[config.mk]
export PLATFORM = sky130hd
export DESIGN_NAME = age_replacer_flat
export DESIGN_NICKNAME = d
export VERILOG_FILES = /design/src/dcache_pkg.sv /design/src/cache_lookup_if.sv /design/src/cache_fill_if.sv /design/src/age_replacer.sv /design/src/flat_wrapper.sv
export SDC_FILE = /design/constraint.sdc
export NUM_CORES = 2
export LEC_CHECK = 0
export ABC_AREA = 0
export BUFFER_PORTS_ARGS = -buffer_cell sky130_fd_sc_hd__buf_4
export CORE_UTILIZATION = 50
export DETAILED_ROUTE_END_ITERATION = 8
export PLACE_DENSITY = 0.7
export SLEW_MARGIN = 0
export SYNTH_ARGS = -nofsm -noshare
export SYNTH_HDL_FRONTEND = slang
export SYNTH_SLANG_ARGS = --single-unit
[constraint.sdc]
create_clock -name clk -period 10.4 [get_ports clk]
set_input_delay 2.08 -clock clk [delete_from_list [all_inputs] [get_ports clk]]
set_output_delay 2.08 -clock clk [all_outputs]
set_load 0.02 [all_outputs]
[src/dcache_pkg.sv]
package dcache_pkg;

    // address split: tag | index | byte offset
    localparam int ADDR_W   = 32;
    localparam int DATA_W   = 32;
    localparam int WAYS     = 4;
    localparam int WAY_W    = 2;
    localparam int OFFSET_W = 2;
    localparam int INDEX_W  = 7;
    localparam int SETS     = 128;
    localparam int TAG_W    = ADDR_W - INDEX_W - OFFSET_W; // 23

    // replacement ages
    localparam int AGE_W = 4;
    localparam logic [AGE_W-1:0] AGE_MAX = AGE_W'(15); // counters stop here

    // core access size, same encoding as the core bus
    typedef enum logic [1:0] {
        SIZE_BYTE = 2'd0,
        SIZE_HALF = 2'd1,
        SIZE_WORD = 2'd2
    } size_e;

    // miss handling states
    typedef enum logic [2:0] {
        IDLE    = 3'd0, // serving hits
        WB_ADDR = 3'd1, // dirty victim address phase
        WB_DATA = 3'd2, // wait for write-back done
        RD_ADDR = 3'd3, // refill address phase
        RD_DATA = 3'd4  // wait for refill word
    } ctrl_state_e;

endpackage

[src/cache_lookup_if.sv]
interface cache_lookup_if;

    logic [dcache_pkg::INDEX_W-1:0] index;  // from core address
    logic [dcache_pkg::TAG_W-1:0]   tag;
    logic                           hit;
    logic [dcache_pkg::WAY_W-1:0]   hit_way;
    logic                           victim_dirty;
    logic [dcache_pkg::TAG_W-1:0]   victim_tag;
    logic [dcache_pkg::WAY_W-1:0]   victim_way; // from age_replacer

    modport tags (
        input  index, tag, victim_way,
        output hit, hit_way, victim_dirty, victim_tag
    );

    modport ctrl (
        input hit, victim_dirty, victim_tag, victim_way
    );

    modport age (
        input  index, hit_way,
        output victim_way
    );

    modport data (
        input index, hit_way, victim_way
    );

endinterface

[src/cache_fill_if.sv]
interface cache_fill_if;

    logic                           fill_en;  // refill word arrives
    logic [dcache_pkg::INDEX_W-1:0] fill_index;
    logic [dcache_pkg::TAG_W-1:0]   fill_tag;
    logic [dcache_pkg::WAY_W-1:0]   fill_way;
    logic [dcache_pkg::DATA_W-1:0]  fill_data;
    logic                           store_en; // accepted write hit
    logic                           touch_en; // any accepted hit

    modport ctrl (
        output fill_en, fill_index, fill_tag, fill_way, fill_data, store_en, touch_en
    );

    modport tags (input fill_en, fill_index, fill_tag, fill_way, store_en);

    modport data (input fill_en, fill_index, fill_way, fill_data, store_en);

    modport age (input fill_en, fill_index, fill_way, touch_en);

endinterface

[src/age_replacer.sv]
module age_replacer (
    input  logic        clk,
    input  logic        rst,
    cache_lookup_if.age lookup,
    cache_fill_if.age   fill
);

    logic [dcache_pkg::WAYS-1:0][dcache_pkg::AGE_W-1:0] age_q [dcache_pkg::SETS];
    logic [dcache_pkg::WAY_W-1:0] victim_q [dcache_pkg::SETS];

    logic                           upd_en;
    logic [dcache_pkg::INDEX_W-1:0] upd_set;
    logic [dcache_pkg::WAY_W-1:0]   upd_way;
    logic [dcache_pkg::WAYS-1:0][dcache_pkg::AGE_W-1:0] cur_ages;
    logic [dcache_pkg::WAYS-1:0][dcache_pkg::AGE_W-1:0] new_ages;
    logic [dcache_pkg::AGE_W-1:0]   oldest;
    logic [dcache_pkg::WAY_W-1:0]   new_victim;

    assign lookup.victim_way = victim_q[lookup.index];

    // a fill wins over a touch, they never overlap anyway
    assign upd_en  = fill.fill_en | fill.touch_en;
    assign upd_set = fill.fill_en ? fill.fill_index : lookup.index;
    assign upd_way = fill.fill_en ? fill.fill_way : lookup.hit_way;
    assign cur_ages = age_q[upd_set];

    always_comb begin
        for (int w = 0; w < dcache_pkg::WAYS; w++) begin
            if (dcache_pkg::WAY_W'(w) == upd_way) begin
                new_ages[w] = '0; // just used
            end else if (cur_ages[w] == dcache_pkg::AGE_MAX) begin
                new_ages[w] = cur_ages[w]; // saturate
            end else begin
                new_ages[w] = cur_ages[w] + 1'b1;
            end
        end
    end

    // oldest after the update, strict compare keeps the lowest way on ties
    always_comb begin
        oldest     = new_ages[0];
        new_victim = '0;
        for (int w = 1; w < dcache_pkg::WAYS; w++) begin
            if (new_ages[w] > oldest) begin
                oldest     = new_ages[w];
                new_victim = dcache_pkg::WAY_W'(w);
            end
        end
    end

    always_ff @(posedge clk) begin
        if (rst) begin
            for (int s = 0; s < dcache_pkg::SETS; s++) begin
                age_q[s]    <= '0;
                victim_q[s] <= '0;
            end
        end else if (upd_en) begin
            age_q[upd_set]    <= new_ages;
            victim_q[upd_set] <= new_victim;
        end
    end

endmodule

[src/flat_wrapper.sv]
// flat-port wrapper written by rule: the top's interface ports become plain ports
module age_replacer_flat 
  (clk, rst, lookup_index, lookup_hit_way, lookup_victim_way, fill_fill_en, fill_fill_index, fill_fill_way, fill_touch_en);
  cache_lookup_if lookup_i ();
  cache_fill_if fill_i ();
  input  logic clk;
  input  logic rst;
  input wire logic [$bits(lookup_i.index)-1:0] lookup_index;
  input wire logic [$bits(lookup_i.hit_way)-1:0] lookup_hit_way;
  output wire logic [$bits(lookup_i.victim_way)-1:0] lookup_victim_way;
  input wire logic [$bits(fill_i.fill_en)-1:0] fill_fill_en;
  input wire logic [$bits(fill_i.fill_index)-1:0] fill_fill_index;
  input wire logic [$bits(fill_i.fill_way)-1:0] fill_fill_way;
  input wire logic [$bits(fill_i.touch_en)-1:0] fill_touch_en;
  assign lookup_i.index = lookup_index;
  assign lookup_i.hit_way = lookup_hit_way;
  assign lookup_victim_way = lookup_i.victim_way;
  assign fill_i.fill_en = fill_fill_en;
  assign fill_i.fill_index = fill_fill_index;
  assign fill_i.fill_way = fill_fill_way;
  assign fill_i.touch_en = fill_touch_en;
  age_replacer u_core (.clk(clk), .rst(rst), .lookup(lookup_i), .fill(fill_i));
endmodule
# Yosys cells after proc, flatten, opt, wreduce, memory -nomap -nowiden
# Memory sizes are Yosys's and may differ from the RTL's.
# Index checks and enable logic that the tools add are counted.
# classes
eq_ne,7
n_div,0
n_reduce_logical,3
mul,0
n_addsub,4
order_cmp,3
muxes,26
n_shift,0
bitwise_logic,1
# op_table
cell,count
$mux 4,10
$mux 7,3
$add 4x1->4 const B,4
$eq 4x4->1 const B,4
$mux 16,1
$reduce_or 16->1,1
$gt 4x4->1,3
$mux 1,8
$mux 2,4
$eq 2x2->1 const A,2
$eq 1x2->1 const A,1
$logic_not 2->1,1
$reduce_or 2->1,1
$or 1x1->1,1
# word_totals
memories,2
ff_bits,0
elab_cells,46
out_inout_bits,2
latchBits,0
inputBits,22
mem_bits_rw,2304
romBits,0
# mem_list
name,depth,word_bits,rd,rd_clocked_by_memory_dff,write_ports,line_no,text
u_core.age_q,128,16,1,0,128,age_replacer.sv:8,logic [dcache_pkg::WAYS-1:0][dcache_pkg::AGE_W-1:0] age_q [dcache_pkg::SETS];
u_core.victim_q,128,2,1,0,128,age_replacer.sv:9,logic [dcache_pkg::WAY_W-1:0] victim_q [dcache_pkg::SETS];

# Depth between registers and ports, before layout
# An unclocked memory read counts as a cell.
# depth
depth_word,12
mapped_depth,47

# Worst setup path after synthesis
# Ideal clock, no wire load.
# synth_path
path_kind,input -> register
from,input lookup_index[1]
to,"memory u_core.victim_q[100][1] (netlist bit), data pin"
setup_slack_ps,1128
arrival_ps,9007
path_buffers,10
stages,46
cell_sequence,buf_2 > or3b_1 > buf_2 > and2_1 > buf_4 > buf_4 > buf_4 > o22ai_1 > a21oi_1 > a21oi_1 > nor3_1 > a31oi_1 > o311ai_1 > ha_1 > nor3_1 > or3_1 > clkbuf_1 > clkbuf_1 > [10 not listed] > ha_1 > nor2b_1 > o21ai_0 > nand2b_1 > a21oi_1 > a41o_1 > nand2_1 > o21ai_1 > ha_1 > nor2b_1 > o21ai_0 > nand2b_1 > a21oi_1 > a41o_1 > and2_1 > clkbuf_1 > clkbuf_1 > nor2_1
# synth_lines
element,line_no,text
"start, declared",flat_wrapper.sv:8,input wire logic [$bits(lookup_i.index)-1:0] lookup_index;
"end, declared",age_replacer.sv:9,

==> impl_metrics.xml <==
<?xml version="1.0" encoding="UTF-8"?>
<metrics>
  <group name="clock_tree">
    <metric name="cts_resized" unit="">0</metric>
    <metric name="cts.root.buffer_cell" unit="">clkbuf_16</metric>
    <metric name="cts_buffer_depth" unit="">3</metric>
    <metric name="cts_tree" unit="">yes</metric>
    <metric name="post_cts.repair.setup_buffers" unit="">0</metric>
    <metric name="clk-insertion-delay-late" unit="ns">0.92</metric>
    <metric name="numClockSinks" unit="">2304</metric>
    <metric name="cts_hold_buf" unit="">0</metric>
    <metric name="htree_num_levels" unit="">4</metric>
    <metric name="cts_inserted_buffers" unit="">224</metric>
    <metric name="clk_pin_slew" unit="ns">0.06</metric>
  </group>
  <group name="power_and_ir_drop">
    <metric name="power.sequential.fraction" unit="%">46.1</metric>
    <metric name="vdd.ir_drop.worst" unit="uV">444</metric>
    <metric name="power.clock.fraction" unit="%">34.0</metric>
    <metric name="total_switching_power" unit="mW">7.20</metric>
    <metric name="p_leak" unit="nW">40.3</metric>
    <metric name="power.density" unit="nW/um2">208</metric>
    <metric name="finalPower" unit="mW">23.1</metric>
    <metric name="cell_internal_power_dissipation" unit="mW">15.9</metric>
    <metric name="sw_frac_of_total" unit="%">31.2</metric>
    <metric name="comb_power_share" unit="%">19.9</metric>
  </group>
  <group name="global_routing">
    <metric name="grt_max_degree" unit="">130</metric>
    <metric name="track_usage" unit="%">37.4</metric>
    <metric name="antenna_found_initial" unit="">20</metric>
    <metric name="grt_pass1_vias" unit="">70100</metric>
    <metric name="global_route_wire_length_before_repair" unit="mm">533</metric>
    <metric name="gr-total-overflow" unit="">0</metric>
  </group>
  <group name="synthesis">
    <metric name="yosysSeqAreaShare" unit="%">69.4</metric>
    <metric name="synth.distinct_cells" unit="">101</metric>
    <metric name="avgSynthCellArea" unit="um2">12.3</metric>
    <metric name="synth_top_area_cell" unit="">edfxtp_1</metric>
    <metric name="synth-edff-count" unit="">2304</metric>
    <metric name="combined_area_of_all_synthesized_cells" unit="um2">99700</metric>
    <metric name="synthTopCellsByArea" unit="">edfxtp_1 69%, nor2_1 9.4%, o22ai_1 2.3%</metric>
    <metric name="yosysWarnings" unit="">0</metric>
    <metric name="ys_ff_latch" unit="">2304</metric>
    <metric name="mappedNetlistNets" unit="">8138</metric>
    <metric name="share_of_synthesized_registers_carrying_an_async_set_or_reset" unit="%">0</metric>
    <metric name="postSynthCellCount" unit="">8102</metric>
    <metric name="synth_ff_type" unit="">edfxtp_1</metric>
    <metric name="synth.top_cell.area_share" unit="%">69.4</metric>
  </group>
  <group name="final_layout">
    <metric name="layout.nets" unit="">8170</metric>
    <metric name="final_common_cell" unit="">nor2_1</metric>
    <metric name="layout-drive-gt1-share" unit="%">12.2</metric>
    <metric name="area_growth" unit="%">11.6</metric>
    <metric name="fill_cells" unit="">15800</metric>
    <metric name="mostFrequentLayoutCells" unit="">2489 x nor2_1, 2304 x edfxtp_1, 521 x nand2_1, 491 x buf_4, 368 x o22ai_1</metric>
    <metric name="final_cells" unit="">11000</metric>
  </group>
  <group name="worst_setup_path">
    <metric name="worstSetupStartpoint" unit="">lookup_index[2]</metric>
    <metric name="arr_time_crit_path" unit="ns">10.84</metric>
    <metric name="timing.critical_path.to" unit="">u_core.victim_q[123][0]</metric>
    <metric name="rr_worst_depth" unit="">38</metric>
    <metric name="cp_max_fo" unit="">40</metric>
    <metric name="regToRegEndpoint" unit="">u_core.victim_q[123][0]</metric>
    <metric name="r2r_slack" unit="ns">2.33</metric>
    <metric name="worst-setup-path-type" unit="">in2reg</metric>
    <metric name="worst_setup_path_end_kind" unit="">register</metric>
    <metric name="worstSetupStartpointType" unit="">primary input</metric>
    <metric name="critical_path.reg2reg.startpoint" unit="">u_core.age_q[41][4]</metric>
    <metric name="critical-path-max-stage-delay" unit="ns">0.68</metric>
    <metric name="critical-path-slowest-cell" unit="">o31ai_1</metric>
    <metric name="worstPathRequired" unit="ns">10.99</metric>
    <metric name="path_common_cell" unit="">buf_4</metric>
  </group>
  <group name="sta">
    <metric name="count_of_final_max_slew_check_failures" unit="">0</metric>
    <metric name="timing.setup.tns" unit="ns">0</metric>
    <metric name="setup_violations" unit="">0</metric>
    <metric name="holdWs" unit="ns">1.84</metric>
    <metric name="final_critical_period" unit="ns">10.24</metric>
    <metric name="fmax" unit="GHz">0.0976</metric>
    <metric name="grt_setup_unrepaired" unit="">no</metric>
    <metric name="final_hold_viol_count" unit="">0</metric>
    <metric name="timing.slew.headroom" unit="%">8.89</metric>
    <metric name="worstMarginPinSlew" unit="ns">1.37</metric>
    <metric name="setup_slack" unit="ns">0.158</metric>
    <metric name="final.period_utilization" unit="%">98.5</metric>
    <metric name="finalClockSkew" unit="ns">0.0479</metric>
  </group>
  <group name="status">
    <metric name="run_status" unit="">finished clean</metric>
  </group>
  <group name="hold_path">
    <metric name="holdCritPathClass" unit="">reg2reg</metric>
  </group>
  <group name="die">
    <metric name="placement_rows" unit="">163</metric>
    <metric name="die_height" unit="um">449</metric>
    <metric name="ioPinCount" unit="">24</metric>
    <metric name="die_w" unit="um">449</metric>
    <metric name="fp.coreArea" unit="um2">198000</metric>
    <metric name="floorplan.die_area" unit="um2">201000</metric>
    <metric name="initial_core_util" unit="%">50.4</metric>
  </group>
  <group name="detailed_routing">
    <metric name="final_antenna_net_count" unit="">0</metric>
    <metric name="wire_per_inst" unit="um">35.2</metric>
    <metric name="detail_route.wirelength" unit="mm">385</metric>
    <metric name="dr.first_iter.drc_count" unit="">14700</metric>
    <metric name="vias" unit="">74900</metric>
    <metric name="via_per_inst" unit="">6.84</metric>
    <metric name="dr.pass1.iters" unit="">9</metric>
    <metric name="drc_errors" unit="">0</metric>
  </group>
  <group name="flow_run">
    <metric name="maxCapViolations" unit="">0</metric>
  </group>
  <group name="placed_design">
    <metric name="routabilityCongestion" unit="">0.989</metric>
    <metric name="port-buffer-count" unit="">23</metric>
    <metric name="place.detailed.instances" unit="">10500</metric>
    <metric name="detailed_place_hpwl" unit="mm">237</metric>
    <metric name="detailedPlace.worstSlack" unit="ns">-0.568</metric>
  </group>
</metrics>
-- flip-flops by register name, summed over array words and instances (netlist names) --
register and count:
u_core.age_q 2048, u_core.victim_q 256
-- through the flow --
step / util [%] / instance area (um2)
CTS: 56.3 / 111000
global placement: 52.8 / 104000
floorplan: - / 99700
finish: 56.3 / 111000
global route: 56.3 / 111000
detailed placement: 52.8 / 104000
-- synth_stat cells, drive strengths merged, types with 5 or more instances --
master and number:
a2111oi 11, a211oi 11, a21o 5, a21oi 139
a221oi 26, a222oi 18, a22o 24, a22oi 236
a31oi 84, a32oi 46, a41oi 30, and2 9
and3 5, buf 389, clkbuf 351, edfxtp 2304
ha 14, inv 19, mux2 20, mux2i 91
mux4 84, nand2 532, nand2b 148, nand3 97
nand3b 7, nand4 14, nor2 2501, nor2b 9
nor3 125, nor3b 5, nor4 17, o2111ai 5
o211ai 13, o21a 6, o21ai 126, o221ai 41
o22a 18, o22ai 373, o31ai 27, o32ai 9
o41ai 27, or3 14, or3b 6, or4 5
-- critical path: cells and delay by family --
family,cells,cell delay (ns)
compound gates,15,3.78
fa+ha+maj,3,0.80
buf+inv,10,2.30
simple gates,14,1.72
-- power groups by stage --
| stage | sequential [mW] | clock (mW) | combinational [mW] |
|---|---|---|---|
| floorplan | 10.8 | 0 | 2.49 |
| global placement | 10.8 | 0 | 4.34 |
| detailed placement | 10.8 | 0 | 4.36 |
| CTS | 10.6 | 7.80 | 4.38 |
| global route | 10.7 | 8.13 | 4.63 |
| finish | 10.6 | 7.85 | 4.59 |
-- cell families after synthesis --
logic type | count (synthesis) | synth area share [%]
AO/OA/AOI/OAI | 1314 | 9.21
AND/OR/NAND/NOR | 3513 | 14.3
XOR/XNOR | 3 | 0.0264
multiplexers | 195 | 3.05
flip-flops | 2304 | 69.4
buffers and inverters | 759 | 3.84
adder cells (fa/ha/maj) | 14 | 0.176
-- layer usage --
metal | vias up | share of wire [%] | GRT usage [%]
met3 | 1435 | 17 | 13.6
met2 | 7132 | 42 | 53.3
met4 | 20 | 7.9 | 24.3
met5 | - | 0.053 | 0.402
met1 | 36700 | 33 | 48.0
li1 | 29700 | - | -
-- area by class of cell --
class	instances	area, um2	area share [%]
multi-input combinational	5039	27000	24.3
timing repair buffer	546	4770	4.28
inverter	19	71.3	0.0641
tap	2640	3300	2.97
antenna	8	20.0	0.0180
clock buffer	279	5850	5.26
clock inverter	125	1000	0.899
sequential	2304	69200	62.2
-- how the worst min path moves through the flow --
stage | depth (start not counted) | start | endpoint | slack, ns
2_1_floorplan | 8 | u_core.age_q[126][8] | u_core.age_q[39][8] | 1.19
3_3_place_gp | 10 | u_core.age_q[1][8] | u_core.age_q[40][9] | 1.79
3_5_place_dp | 10 | u_core.age_q[1][8] | u_core.age_q[43][9] | 1.76
4_1_cts | 10 | u_core.age_q[1][8] | u_core.age_q[41][9] | 1.77
5_1_grt | 10 | u_core.age_q[1][8] | u_core.age_q[46][9] | 1.88
6_report | 10 | u_core.age_q[1][8] | u_core.age_q[44][9] | 1.84
Note: power is estimated with default switching activity, not from simulation.
