<file path="src/dcache_pkg.sv">
package dcache_pkg;

    // address split: tag | index | byte offset
    localparam int ADDR_W   = 32;
    localparam int DATA_W   = 32;
    localparam int WAYS     = 4;
    localparam int WAY_W    = 2;
    localparam int OFFSET_W = 2;
    localparam int INDEX_W  = 7;
    localparam int SETS     = 128;
    localparam int TAG_W    = ADDR_W - INDEX_W - OFFSET_W; // 23

    // replacement ages
    localparam int AGE_W = 4;
    localparam logic [AGE_W-1:0] AGE_MAX = AGE_W'(15); // counters stop here

    // core access size, same encoding as the core bus
    typedef enum logic [1:0] {
        SIZE_BYTE = 2'd0,
        SIZE_HALF = 2'd1,
        SIZE_WORD = 2'd2
    } size_e;

    // miss handling states
    typedef enum logic [2:0] {
        IDLE    = 3'd0, // serving hits
        WB_ADDR = 3'd1, // dirty victim address phase
        WB_DATA = 3'd2, // wait for write-back done
        RD_ADDR = 3'd3, // refill address phase
        RD_DATA = 3'd4  // wait for refill word
    } ctrl_state_e;

endpackage

</file>
<file path="src/cache_lookup_if.sv">
interface cache_lookup_if;

    logic [dcache_pkg::INDEX_W-1:0] index;  // from core address
    logic [dcache_pkg::TAG_W-1:0]   tag;
    logic                           hit;
    logic [dcache_pkg::WAY_W-1:0]   hit_way;
    logic                           victim_dirty;
    logic [dcache_pkg::TAG_W-1:0]   victim_tag;
    logic [dcache_pkg::WAY_W-1:0]   victim_way; // from age_replacer

    modport tags (
        input  index, tag, victim_way,
        output hit, hit_way, victim_dirty, victim_tag
    );

    modport ctrl (
        input hit, victim_dirty, victim_tag, victim_way
    );

    modport age (
        input  index, hit_way,
        output victim_way
    );

    modport data (
        input index, hit_way, victim_way
    );

endinterface

</file>
<file path="src/cache_fill_if.sv">
interface cache_fill_if;

    logic                           fill_en;  // refill word arrives
    logic [dcache_pkg::INDEX_W-1:0] fill_index;
    logic [dcache_pkg::TAG_W-1:0]   fill_tag;
    logic [dcache_pkg::WAY_W-1:0]   fill_way;
    logic [dcache_pkg::DATA_W-1:0]  fill_data;
    logic                           store_en; // accepted write hit
    logic                           touch_en; // any accepted hit

    modport ctrl (
        output fill_en, fill_index, fill_tag, fill_way, fill_data, store_en, touch_en
    );

    modport tags (input fill_en, fill_index, fill_tag, fill_way, store_en);

    modport data (input fill_en, fill_index, fill_way, fill_data, store_en);

    modport age (input fill_en, fill_index, fill_way, touch_en);

endinterface

</file>
<file path="src/refill_ctrl.sv">
module refill_ctrl (
    input  logic                            clk,
    input  logic                            rst,
    input  logic                            req,
    input  logic                            wr,
    cache_lookup_if.ctrl                    lookup,
    cache_fill_if.ctrl                      fill,
    input  logic [dcache_pkg::DATA_W-1:0]   victim_data,
    input  logic [dcache_pkg::DATA_W-1:0]   rdata_hit,
    input  logic [dcache_pkg::ADDR_W-1:0]   addr,
    output logic [dcache_pkg::DATA_W-1:0]   rdata,
    output logic                            addr_ok,
    output logic                            data_ok,
    output logic                            mem_req,
    output logic                            mem_wr,
    output logic [dcache_pkg::ADDR_W-1:0]   mem_addr,
    output logic [dcache_pkg::DATA_W-1:0]   mem_wdata,
    input  logic [dcache_pkg::DATA_W-1:0]   mem_rdata,
    input  logic                            mem_addr_ok,
    input  logic                            mem_data_ok
);

    dcache_pkg::ctrl_state_e state_q, state_d;

    logic [dcache_pkg::INDEX_W-1:0] index_q; // miss address held for the refill
    logic [dcache_pkg::TAG_W-1:0]   tag_q;
    logic                           hit_ok;
    logic                           miss;
    logic                           in_wb;

    assign hit_ok = (state_q == dcache_pkg::IDLE) && req && lookup.hit;
    assign miss   = (state_q == dcache_pkg::IDLE) && req && !lookup.hit;
    assign in_wb  = (state_q == dcache_pkg::WB_ADDR) || (state_q == dcache_pkg::WB_DATA);

    // core side answers in the lookup cycle
    assign addr_ok = hit_ok;
    assign data_ok = hit_ok;
    assign rdata   = rdata_hit;

    always_comb begin
        state_d = state_q;
        case (state_q)
            dcache_pkg::IDLE: begin
                if (miss) begin
                    state_d = lookup.victim_dirty ? dcache_pkg::WB_ADDR : dcache_pkg::RD_ADDR;
                end
            end
            dcache_pkg::WB_ADDR: if (mem_addr_ok) state_d = dcache_pkg::WB_DATA;
            dcache_pkg::WB_DATA: if (mem_data_ok) state_d = dcache_pkg::RD_ADDR;
            dcache_pkg::RD_ADDR: if (mem_addr_ok) state_d = dcache_pkg::RD_DATA;
            dcache_pkg::RD_DATA: if (mem_data_ok) state_d = dcache_pkg::IDLE;
            default:             state_d = dcache_pkg::IDLE;
        endcase
    end

    always_ff @(posedge clk) begin
        if (rst) begin
            state_q <= dcache_pkg::IDLE;
        end else begin
            state_q <= state_d;
        end
    end

    always_ff @(posedge clk) begin
        if (miss) begin
            index_q <= addr[dcache_pkg::OFFSET_W +: dcache_pkg::INDEX_W];
            tag_q   <= addr[dcache_pkg::ADDR_W-1 -: dcache_pkg::TAG_W];
        end
    end

    // request held through the address phase
    assign mem_req = (state_q == dcache_pkg::WB_ADDR) || (state_q == dcache_pkg::RD_ADDR);
    assign mem_wr  = in_wb;
    assign mem_addr = in_wb ? {lookup.victim_tag, index_q, {dcache_pkg::OFFSET_W{1'b0}}}
                            : {tag_q, index_q, {dcache_pkg::OFFSET_W{1'b0}}};
    assign mem_wdata = victim_data;

    assign fill.fill_en    = (state_q == dcache_pkg::RD_DATA) && mem_data_ok;
    assign fill.fill_index = index_q;
    assign fill.fill_tag   = tag_q;
    assign fill.fill_way   = lookup.victim_way; // pointer is stable while a miss runs
    assign fill.fill_data  = mem_rdata;
    assign fill.store_en   = hit_ok && wr;
    assign fill.touch_en   = hit_ok;

endmodule

</file>
<file path="src/flat_wrapper.sv">
// flat-port wrapper written by rule: the top's interface ports become plain ports
module refill_ctrl_flat 
  (clk, rst, req, wr, victim_data, rdata_hit, addr, rdata, addr_ok, data_ok, mem_req, mem_wr, mem_addr, mem_wdata, mem_rdata, mem_addr_ok, mem_data_ok, lookup_hit, lookup_victim_dirty, lookup_victim_tag, lookup_victim_way, fill_fill_en, fill_fill_index, fill_fill_tag, fill_fill_way, fill_fill_data, fill_store_en, fill_touch_en);
  cache_lookup_if lookup_i ();
  cache_fill_if fill_i ();
  input  logic clk;
  input  logic rst;
  input  logic req;
  input  logic wr;
  input  logic [dcache_pkg::DATA_W-1:0] victim_data;
  input  logic [dcache_pkg::DATA_W-1:0] rdata_hit;
  input  logic [dcache_pkg::ADDR_W-1:0] addr;
  output logic [dcache_pkg::DATA_W-1:0] rdata;
  output logic addr_ok;
  output logic data_ok;
  output logic mem_req;
  output logic mem_wr;
  output logic [dcache_pkg::ADDR_W-1:0] mem_addr;
  output logic [dcache_pkg::DATA_W-1:0] mem_wdata;
  input  logic [dcache_pkg::DATA_W-1:0] mem_rdata;
  input  logic mem_addr_ok;
  input  logic mem_data_ok;
  input wire logic [$bits(lookup_i.hit)-1:0] lookup_hit;
  input wire logic [$bits(lookup_i.victim_dirty)-1:0] lookup_victim_dirty;
  input wire logic [$bits(lookup_i.victim_tag)-1:0] lookup_victim_tag;
  input wire logic [$bits(lookup_i.victim_way)-1:0] lookup_victim_way;
  output wire logic [$bits(fill_i.fill_en)-1:0] fill_fill_en;
  output wire logic [$bits(fill_i.fill_index)-1:0] fill_fill_index;
  output wire logic [$bits(fill_i.fill_tag)-1:0] fill_fill_tag;
  output wire logic [$bits(fill_i.fill_way)-1:0] fill_fill_way;
  output wire logic [$bits(fill_i.fill_data)-1:0] fill_fill_data;
  output wire logic [$bits(fill_i.store_en)-1:0] fill_store_en;
  output wire logic [$bits(fill_i.touch_en)-1:0] fill_touch_en;
  assign lookup_i.hit = lookup_hit;
  assign lookup_i.victim_dirty = lookup_victim_dirty;
  assign lookup_i.victim_tag = lookup_victim_tag;
  assign lookup_i.victim_way = lookup_victim_way;
  assign fill_fill_en = fill_i.fill_en;
  assign fill_fill_index = fill_i.fill_index;
  assign fill_fill_tag = fill_i.fill_tag;
  assign fill_fill_way = fill_i.fill_way;
  assign fill_fill_data = fill_i.fill_data;
  assign fill_store_en = fill_i.store_en;
  assign fill_touch_en = fill_i.touch_en;
  refill_ctrl u_core (.clk(clk), .rst(rst), .req(req), .wr(wr), .lookup(lookup_i), .fill(fill_i), .victim_data(victim_data), .rdata_hit(rdata_hit), .addr(addr), .rdata(rdata), .addr_ok(addr_ok), .data_ok(data_ok), .mem_req(mem_req), .mem_wr(mem_wr), .mem_addr(mem_addr), .mem_wdata(mem_wdata), .mem_rdata(mem_rdata), .mem_addr_ok(mem_addr_ok), .mem_data_ok(mem_data_ok));
endmodule
</file>
<file path="config.mk">
export PLATFORM = sky130hd
export DESIGN_NAME = refill_ctrl_flat
export DESIGN_NICKNAME = d
export VERILOG_FILES = /design/src/dcache_pkg.sv /design/src/cache_lookup_if.sv /design/src/cache_fill_if.sv /design/src/refill_ctrl.sv /design/src/flat_wrapper.sv
export SDC_FILE = /design/constraint.sdc
export NUM_CORES = 1
export LEC_CHECK = 0
export BUFFER_PORTS_ARGS = -buffer_cell sky130_fd_sc_hd__buf_2
export CAP_MARGIN = 20
export CORE_AREA = 2 2 126 128
export CTS_CLUSTER_SIZE = 14
export DETAILED_ROUTE_END_ITERATION = 12
export DIE_AREA = 0 0 128 130
export REMOVE_ABC_BUFFERS = 1
export SLEW_MARGIN = 20
export SYNTH_ARGS = -nofsm -noshare
export SYNTH_HDL_FRONTEND = slang
export SYNTH_SLANG_ARGS = --single-unit
</file>
<file path="constraint.sdc">
create_clock -name clk -period 12.4 [get_ports clk]
set_clock_uncertainty 0.1 [all_clocks]
set_input_delay 1.24 -clock clk [delete_from_list [all_inputs] [get_ports clk]]
set_output_delay 1.24 -clock clk [all_outputs]
set_load 0.02 [all_outputs]
</file>
Word level (Yosys, flattened, before mapping)
Cells that the tools add are included.

cells by class
  equal/unequal tests = 9
  mux-type cells = 8
  reductions and logical operators = 10

operators by type and width
  kind                                                   count
  2-to-1 mux 32 bit                                      1
  2-to-1 mux 3 bit                                       5
  one-hot mux 3 bit (5 select lines)                     1
  inequality test 2 bit, second input constant           4
  == test 3 x 2 -> 1 bit, second input constant          2
  logical AND 1 bit                                      5
  AND reduction 5 bit                                    1
  == test 3 x 1 -> 1 bit, second input constant          1
  == test 3 bit, second input constant                   1
  logical NOT 3 bit                                      1
  logical OR 1 bit                                       2
  2-to-1 mux 2 bit                                       1
  inequality test 2 x 1 -> 1 bit, second input constant  1
  logical NOT 1 bit                                      1

word-level totals
  register bits after elaboration = 33
  bits of input ports = 161
  word-level logic and storage cells = 30

Logic depth before layout (Yosys ltp)
Gate-level depths: netlist of run 1.

  word-level depth = 5
  depth in mapped cells = 5

Least setup slack after synthesis of run 1
Ideal clock, no wire load.

  path type = in2reg
  start point = in lookup_hit
  end point = reg u_core.index_q, in the netlist u_core.fill.fill_index[0] (enable)
  arrival time = 4.282 ns
  data required time = 11.807 ns
  setup slack = 7.525 ns
  cell stages on the path = 2
  path buffers = 0
  path through = nand2b_1 nor4_1

between the ends
  longest elaborated chain between the ends = 2

ends and longest elaborated chain
  element                 RTL line            source
  start: declaration      flat_wrapper.sv:23  input wire logic [$bits(lookup_i.hit)-1:0] lookup_hit;
  logical NOT 1 bit       refill_ctrl.sv:32   assign miss = (state_q == dcache_pkg::IDLE) && req && !lookup.hit;
  logical AND 1 bit       refill_ctrl.sv:32
  named net u_core.miss   refill_ctrl.sv:28   logic miss;
  end signal: assignment  refill_ctrl.sv:66   index_q <= addr[dcache_pkg::OFFSET_W +: dcache_pkg::INDEX_W];
  end: declaration        refill_ctrl.sv:25   logic [dcache_pkg::INDEX_W-1:0] index_q;

The timed path passes the listed nets, and every way through them passes these cells.
A chain may end at the register's enable or synchronous reset.

Final worst setup path of run 1
  start point = reg u_core.state_q[0]
  end point = out mem_addr[31] (netlist bit)

between the ends
  longest elaborated chain between the ends = 3
  elaborated cells on any way between the ends = 4
  classes of those cells = eq/ne: 2; mux: 1; reduce/logical: 1

ends and longest elaborated chain
  element                                                                  RTL line            source
  start: declaration                                                       refill_ctrl.sv:23   dcache_pkg::ctrl_state_e state_q, state_d;
  start signal: assignment                                                 refill_ctrl.sv:58   state_q <= dcache_pkg::IDLE;
  start signal: assignment                                                 refill_ctrl.sv:60   state_q <= state_d;
  == test 3 x 1 -> 1 bit / == test 3 x 2 -> 1 bit (equally long branches)  refill_ctrl.sv:33   assign in_wb = (state_q == dcache_pkg::WB_ADDR) || (state_q == dcache_pkg::WB_DATA);
  logical OR 1 bit (*)                                                     refill_ctrl.sv:33
  2-to-1 mux 32 bit (*)                                                    refill_ctrl.sv:74   assign mem_addr = in_wb ? {lookup.victim_tag, index_q, {dcache_pkg::OFFSET_W{1'b0}}}
  end: declaration                                                         flat_wrapper.sv:18  output logic [dcache_pkg::ADDR_W-1:0] mem_addr;

Every way passes the cells marked *; elsewhere a longest branch is shown, timed or not.

==> results of run 1 <==
==> power groups by stage <==
stage | clock (mW) | combinational (mW) | sequential (mW)
after global routing | 0.135 | 0.103 | 0.135
after detailed placement | 0 | 0.0971 | 0.136
final | 0.124 | 0.0960 | 0.134
after global placement | 0 | 0.0960 | 0.136
after CTS | 0.131 | 0.0973 | 0.134
after floorplan | 0 | 0.0548 | 0.144
==> kinds of logic (layout without fill, tap and decap cells) <==
group           Yosys count  count (layout)  share of synthesized area, %
other cells               1               3                         0.163
buf+inv                 115             137                          37.7
flops                    33              33                          41.8
xor+xnor                  1               1                         0.708
mux                      23              23                          14.4
compound gates            6               6                          1.74
simple gates             13              13                          3.49
==> cell type report <==
type,instances,area (µm²),share of cell area (%)
inverter,1,3.75,0.152
timing repair buffer,128,643,26.1
antenna,1,2.50,0.101
tap,192,240,9.73
sequential,33,961,38.9
clock inverter,3,12.5,0.507
multi-input combinational,45,480,19.5
clock buffer,5,125,5.07
==> cells in the mapped netlist, types with 2 or more instances <==
cell type,number,area share (%)
buf_4,109,36
edfxtp_1,30,39
mux2_2,4,2.0
nor4_1,3,0.82
nand2_1,2,0.33
a21oi_1,3,0.65
buf_2,2,0.44
buf_6,3,1.5
mux2_4,19,12
dfxtp_1,3,2.6
==> path summary, 6_finish.rpt <==
path / startpoint / to / cells after the start
setup / recovery: u_core.state_q[0] / mem_addr[31] / 4
hold / removal: u_core.state_q[2] / u_core.state_q[2] / 3
setup reg to reg: u_core.state_q[2] / u_core.fill.fill_tag[16] / 2
hold reg to reg: u_core.state_q[2] / u_core.state_q[2] / 3
==> registers in the layout, summed over array words and instances (netlist names) <==
| name | flops |
|---|---|
| u_core.state_q | 3 |
| u_core.fill.fill_index | 7 |
| u_core.fill.fill_tag | 23 |
==> worst register-to-register path, delay by kind of cell (launching register included) <==
| family | cells | cell delay (ns) |
|---|---|---|
| DFF | 1 | 0.40 |
| buffers and inverters | 1 | 0.48 |
| and+or+nand+nor | 1 | 0.67 |
==> metrics by stage <==
step,power [mW],util [%],setup WS [ns],hold WS [ns],cell area [µm²]
2_1_floorplan,0.199,-,7.53,0.484,1440
3_3_place_gp,0.232,15.1,9.03,0.546,2330
3_5_place_dp,0.233,15.1,8.98,0.576,2330
4_1_cts,0.362,16.0,8.66,0.585,2470
5_1_grt,0.372,16.0,8.56,0.657,2470
6_report,0.354,16.0,8.73,0.573,2470
==> routing by layer <==
metal,up-vias,GRT usage (%)
li1,583,-
met1,664,9.14
met2,210,33.8
met3,22,13.3
met4,0,6.92
met5,-,0.588
==> metrics.txt, run 1 <==
# TYPE chip_impl_metric gauge
chip_impl_metric{name="design.die.area",unit="µm²"} 16600
chip_impl_metric{name="p_switching",unit="µW"} 110
chip_impl_metric{name="combined_global_route_utilization_of_all_metal_layers",unit="%"} 16.3
chip_impl_metric{name="ys_seq_area_share",unit="%"} 41.8
chip_impl_metric{name="fin_crit_sh",unit="%"} 29.6
chip_impl_metric{name="synth-warning-count",unit=""} 0
chip_impl_metric{name="vias_per_cell",unit=""} 3.63
chip_impl_metric{name="wire_per_inst",unit="µm"} 34.9
chip_impl_metric{name="power_report.internal_total",unit="µW"} 244
chip_impl_metric{name="antenna_left",unit=""} 0
chip_impl_metric{name="die_h",unit="µm"} 130
chip_impl_info{name="tritoncts_clock_tree",value="done"} 1
chip_impl_metric{name="power_frac_clock",unit="%"} 35.1
chip_impl_metric{name="vias",unit=""} 1479
chip_impl_metric{name="vdd_ir_drop_max",unit="V"} 0.0000367
chip_impl_metric{name="number_of_antenna_violations_at_the_first_check_in_global_routing",unit=""} 1
chip_impl_info{name="cts_root_buf",value="clkbuf_16"} 1
chip_impl_metric{name="setup_violations",unit=""} 0
chip_impl_metric{name="row_count",unit=""} 46
chip_impl_metric{name="flow.area_growth_from_synthesis",unit="%"} 7.46
chip_impl_metric{name="synthDistinctLibCells",unit=""} 24
chip_impl_metric{name="dp_cells",unit=""} 399
chip_impl_metric{name="fillerInstances",unit=""} 1733
chip_impl_metric{name="count_of_state_elements_after_synthesis",unit=""} 33
chip_impl_metric{name="switching_share",unit="%"} 31.0
chip_impl_metric{name="stdcell_count",unit=""} 408
chip_impl_metric{name="io_buffers",unit=""} 127
chip_impl_info{name="layout.cells.most_common_list",value="buf_2, edfxtp_1, mux2_4"} 1
chip_impl_metric{name="coreArea",unit="µm²"} 15400
chip_impl_metric{name="routabilityCongestion",unit=""} 0.680
chip_impl_info{name="timing.hold.worst.class",value="reg -> reg"} 1
chip_impl_metric{name="grt.overflow.total",unit=""} 0
chip_impl_metric{name="met3_length",unit="µm"} 2470
chip_impl_info{name="cp_top_family",value="simple AND/OR/NAND/NOR gates"} 1
chip_impl_info{name="worstPathCellList",value="xnor2_2 -> nor2_4 -> mux2_2 -> buf_2"} 1
chip_impl_metric{name="drt-initial-drc-count",unit=""} 123
chip_impl_metric{name="die_w",unit="µm"} 128
chip_impl_metric{name="required",unit="ns"} 11.06
chip_impl_metric{name="grt_pass1_vias",unit=""} 1370
chip_impl_metric{name="power_density",unit="nW/µm²"} 143
chip_impl_metric{name="worst_setup_hold_path_clk_slew",unit="ns"} 0.06
chip_impl_metric{name="slew_violations",unit=""} 0
chip_impl_metric{name="cpPeakStageDelay",unit="ns"} 0.78
chip_impl_metric{name="route.final.wire_length",unit="µm"} 14200
chip_impl_info{name="setup.worst_path.start_class",value="flip-flop"} 1
chip_impl_metric{name="clock_path_buffers",unit=""} 2
chip_impl_metric{name="cap_viol_max_count",unit=""} 0
chip_impl_metric{name="grt_max_degree",unit=""} 28
chip_impl_metric{name="critPathBufInv",unit=""} 1
chip_impl_info{name="synth_flop_cell",value="edfxtp_1"} 1
chip_impl_metric{name="drt-pass1-iter-count",unit=""} 4
chip_impl_metric{name="hold_buffers",unit=""} 0
chip_impl_metric{name="clock-sinks",unit=""} 33
chip_impl_metric{name="fmax",unit="MHz"} 272
chip_impl_metric{name="ctsHtreeMaxLevel",unit=""} 2
chip_impl_info{name="status",value="finished clean"} 1
chip_impl_metric{name="power.static_leakage",unit="nW"} 1.09
chip_impl_metric{name="crit_arrival",unit="ns"} 2.33
chip_impl_metric{name="pwr-share-seq",unit="%"} 37.8
chip_impl_metric{name="path_max_fanout",unit=""} 24
chip_impl_info{name="critPathKind",value="reg -> out"} 1
chip_impl_metric{name="io_pins",unit=""} 328
chip_impl_info{name="highest-signal-layer",value="met4"} 1
chip_impl_metric{name="max_slew_margin",unit="%"} 31.4
chip_impl_metric{name="hold_viol",unit=""} 0
chip_impl_metric{name="tightest_slew",unit="ns"} 1.03
chip_impl_metric{name="total_number_of_nets_in_the_final_design",unit=""} 375
chip_impl_metric{name="drc_errors",unit=""} 0
chip_impl_metric{name="detail_route.wirelength.met1",unit="µm"} 2840
chip_impl_metric{name="rrSetupSlack",unit="ns"} 10.37
chip_impl_metric{name="setup_fix_buffers_added_after_clock_tree_synthesis",unit=""} 0
chip_impl_metric{name="postSynthCellCount",unit=""} 192
chip_impl_metric{name="synth-edff-count",unit=""} 30
chip_impl_metric{name="start_util",unit="%"} 14.9
chip_impl_metric{name="netlist_area",unit="µm²"} 2300
chip_impl_metric{name="syn_area_per_cell",unit="µm²"} 12.0
chip_impl_info{name="grt_setup_unrepaired",value="false"} 1
chip_impl_metric{name="post_cts.resized_instances",unit=""} 0
chip_impl_metric{name="clkLatencyLatePin",unit="ns"} 0.28
chip_impl_info{name="layout.cells.most_common",value="buf_2"} 1
chip_impl_info{name="crit_path_end_kind",value="output port"} 1
chip_impl_metric{name="cts_buffers",unit=""} 5
chip_impl_metric{name="post-route-min-period",unit="ns"} 3.67
chip_impl_info{name="slowest_stage",value="nor2_4"} 1
chip_impl_metric{name="comb_power_share",unit="%"} 27.1
chip_impl_metric{name="final_layout_size_suffix_gt1_share",unit="%"} 74.4
chip_impl_metric{name="wl_met2",unit="µm"} 8420
chip_impl_metric{name="grt_pass1_wl",unit="µm"} 16400
chip_impl_metric{name="tns",unit="ns"} 0
chip_impl_metric{name="synthArstFlopShare",unit="%"} 0
No activity file was read; power rests on OpenSTA's default activity.
==> inputs of run 2 (changes only) <==
==> constraint.sdc (replaced) <==
create_clock -name clk -period 3.4 [get_ports clk]
set_clock_uncertainty 0.1 [all_clocks]
set_input_delay 0.34 -clock clk [delete_from_list [all_inputs] [get_ports clk]]
set_output_delay 0.34 -clock clk [all_outputs]
set_load 0.02 [all_outputs]
==> run 2 against run 1 <==
Against the previous run: highest routed layer is now met5; sequential power rose to 3.6 times the previous value; combinational power rose to 3.7 times the previous value; cell area rose by 0.76%; critical path type unchanged; first-iteration DRC count fell by 17%; setup slack got worse by 8.0 ns; sequential share of layout area fell by 0.29 points.
==> metrics.txt, run 2 (same netlist as run 1, synthesis figures left out) <==
# TYPE chip_impl_metric gauge
chip_impl_info{name="crit_path_end_kind",value="output port"} 1
chip_impl_info{name="crit-reg2reg-launch",value="u_core.state_q[2]"} 1
chip_impl_metric{name="io_pins",unit=""} 328
chip_impl_metric{name="crit_arrival",unit="ns"} 2.19
chip_impl_metric{name="ctsHtreeMaxLevel",unit=""} 2
chip_impl_metric{name="multi_input_comb_area",unit="µm²"} 480
chip_impl_metric{name="drt-pass1-iter-count",unit=""} 4
chip_impl_metric{name="grt_pass1_vias",unit=""} 1373
chip_impl_metric{name="route.final.wire_length",unit="µm"} 14200
chip_impl_metric{name="final_layout_size_suffix_gt1_share",unit="%"} 75.0
chip_impl_info{name="grt_setup_unrepaired",value="false"} 1
chip_impl_metric{name="cts_buffers",unit=""} 5
chip_impl_metric{name="hold_viol",unit=""} 0
chip_impl_metric{name="drc_errors",unit=""} 0
chip_impl_info{name="tritoncts_clock_tree",value="done"} 1
chip_impl_metric{name="worst_setup_hold_path_clk_slew",unit="ns"} 0.06
chip_impl_metric{name="grt_pass1_wl",unit="µm"} 16100
chip_impl_info{name="critical_path.startpoint",value="u_core.state_q[0]"} 1
chip_impl_info{name="status",value="finished clean"} 1
chip_impl_metric{name="fmax",unit="MHz"} 381
chip_impl_metric{name="die_w",unit="µm"} 128
chip_impl_metric{name="flow.area_growth_from_synthesis",unit="%"} 8.28
chip_impl_metric{name="tightest_slew",unit="ns"} 0.739
chip_impl_metric{name="wire_per_inst",unit="µm"} 34.9
chip_impl_metric{name="drt-initial-drc-count",unit=""} 102
chip_impl_metric{name="die_h",unit="µm"} 130
chip_impl_metric{name="fillerInstances",unit=""} 1719
chip_impl_metric{name="clock_path_buffers",unit=""} 2
chip_impl_metric{name="power_density",unit="nW/µm²"} 520
chip_impl_info{name="critPathKind",value="reg -> out"} 1
chip_impl_info{name="setup.worst_path.start_class",value="flip-flop"} 1
chip_impl_metric{name="required",unit="ns"} 2.96
chip_impl_metric{name="row_count",unit=""} 46
chip_impl_metric{name="fin_crit_sh",unit="%"} 77.2
chip_impl_metric{name="dpl.hpwl",unit="µm"} 12900
chip_impl_metric{name="design.die.area",unit="µm²"} 16600
chip_impl_metric{name="clkLatencyLatePin",unit="ns"} 0.28
chip_impl_metric{name="slew_violations",unit=""} 0
chip_impl_info{name="setup.worst_path.end",value="mem_addr[31]"} 1
chip_impl_metric{name="tns",unit="ns"} 0
chip_impl_metric{name="total_number_of_nets_in_the_final_design",unit=""} 376
chip_impl_metric{name="max_slew_margin",unit="%"} 50.3
chip_impl_metric{name="grt.overflow.total",unit=""} 0
chip_impl_metric{name="coreArea",unit="µm²"} 15400
chip_impl_metric{name="antenna_left",unit=""} 0
chip_impl_metric{name="reg2reg_path_depth",unit=""} 2
chip_impl_metric{name="setup_violations",unit=""} 0
chip_impl_metric{name="clock-sinks",unit=""} 33
chip_impl_metric{name="post-route-min-period",unit="ns"} 2.63
chip_impl_metric{name="hold_buffers",unit=""} 0
chip_impl_info{name="layout.cells.most_common",value="buf_2"} 1
chip_impl_metric{name="largest_reg_flops",unit=""} 23
chip_impl_metric{name="number_of_antenna_violations_at_the_first_check_in_global_routing",unit=""} 0
chip_impl_info{name="timing.hold.worst.class",value="in -> reg"} 1
chip_impl_metric{name="post_cts.resized_instances",unit=""} 0
chip_impl_info{name="layout.cells.most_common_list",value="buf_2, edfxtp_1, mux2_4"} 1
chip_impl_metric{name="routabilityCongestion",unit=""} 0.675
chip_impl_metric{name="final-seq-area",unit="µm²"} 961
chip_impl_info{name="worst_r2r_dst",value="u_core.fill.fill_tag[16]"} 1
chip_impl_metric{name="vias_per_cell",unit=""} 3.63
chip_impl_metric{name="grt_max_degree",unit=""} 28
chip_impl_info{name="cts_root_buf",value="clkbuf_16"} 1
chip_impl_metric{name="setup_fix_buffers_added_after_clock_tree_synthesis",unit=""} 0
chip_impl_metric{name="power.static_leakage",unit="nW"} 1.10
chip_impl_metric{name="io_buffers",unit=""} 127
chip_impl_metric{name="path_max_fanout",unit=""} 18
chip_impl_metric{name="rrSetupSlack",unit="ns"} 1.55
chip_impl_metric{name="combined_global_route_utilization_of_all_metal_layers",unit="%"} 16.2
chip_impl_metric{name="final_core_util",unit="%"} 16.1
chip_impl_metric{name="cap_viol_max_count",unit=""} 0
chip_impl_metric{name="antenna_cells_inserted",unit=""} 0
chip_impl_metric{name="vias",unit=""} 1481
chip_impl_metric{name="vdd_ir_drop_max",unit="V"} 0.000127
chip_impl_metric{name="start_util",unit="%"} 14.9
==> run 2: layer usage <==
| metal | global-route usage [%] | wire (µm) | vias up |
|---|---|---|---|
| li1 | - | - | 580 |
| met1 | 8.70 | 2730 | 638 |
| met2 | 32.4 | 8150 | 232 |
| met3 | 12.9 | 2460 | 29 |
| met4 | 10.0 | 855 | 2 |
| met5 | 3.24 | 38 | - |
==> run 2: metrics by stage <==
| step | setup slack, ns | cell area, µm² | cells | total power [mW] | hold WS, ns |
|---|---|---|---|---|---|
| 2_1_floorplan | -0.575 | 1440 | 79 | 0.725 | 0.312 |
| 5_1_grt | 0.615 | 2490 | 408 | 1.36 | 0.115 |
| 4_1_cts | 0.698 | 2490 | 408 | 1.33 | 0.110 |
| 3_5_place_dp | 1.02 | 2350 | 400 | 0.857 | 0.418 |
| 6_report | 0.775 | 2490 | 408 | 1.29 | 0.127 |
| 3_3_place_gp | 1.06 | 2350 | 400 | 0.850 | 0.417 |
==> run 2: worst min-delay path by stage <==
stage                     cells after the start  slack, ns                   endpoint     start
after CTS                                     1       0.11    u_core.fill.fill_tag[1]  addr[10]
after global placement                        1       0.42   u_core.fill.fill_tag[20]  addr[29]
final                                         1       0.13   u_core.fill.fill_tag[13]  addr[22]
after detailed placement                      1       0.42    u_core.fill.fill_tag[1]  addr[10]
after floorplan                               1       0.31          u_core.state_q[2]       rst
after global routing                          1       0.11  u_core.fill.fill_index[5]   addr[7]
==> run 2: area by class of cell <==
cell class                      count  area share (%)
Clock buffer                        6            5.18
Clock inverter                      2           0.402
Inverter                            1           0.151
Multi-Input combinational cell     45            19.3
Sequential cell                    33            38.6
Tap cell                          192            9.66
Timing Repair Buffer              129            26.7
==> run 2: report_power, final <==
part           internal (mW)  switching [mW]  total, mW
Combinational          0.159           0.196      0.355
Sequential             0.471          0.0172      0.488
Clock                  0.269           0.181      0.451
Total                  0.899           0.394       1.29
==> run 2: worst max-delay path: stages, from the launching register on <==
cell	delay, ns
dfxtp_1	0.55
xnor2_2	0.12
nor2_4	0.28
buf_4	0.40
mux2_2	0.37
buf_2	0.16
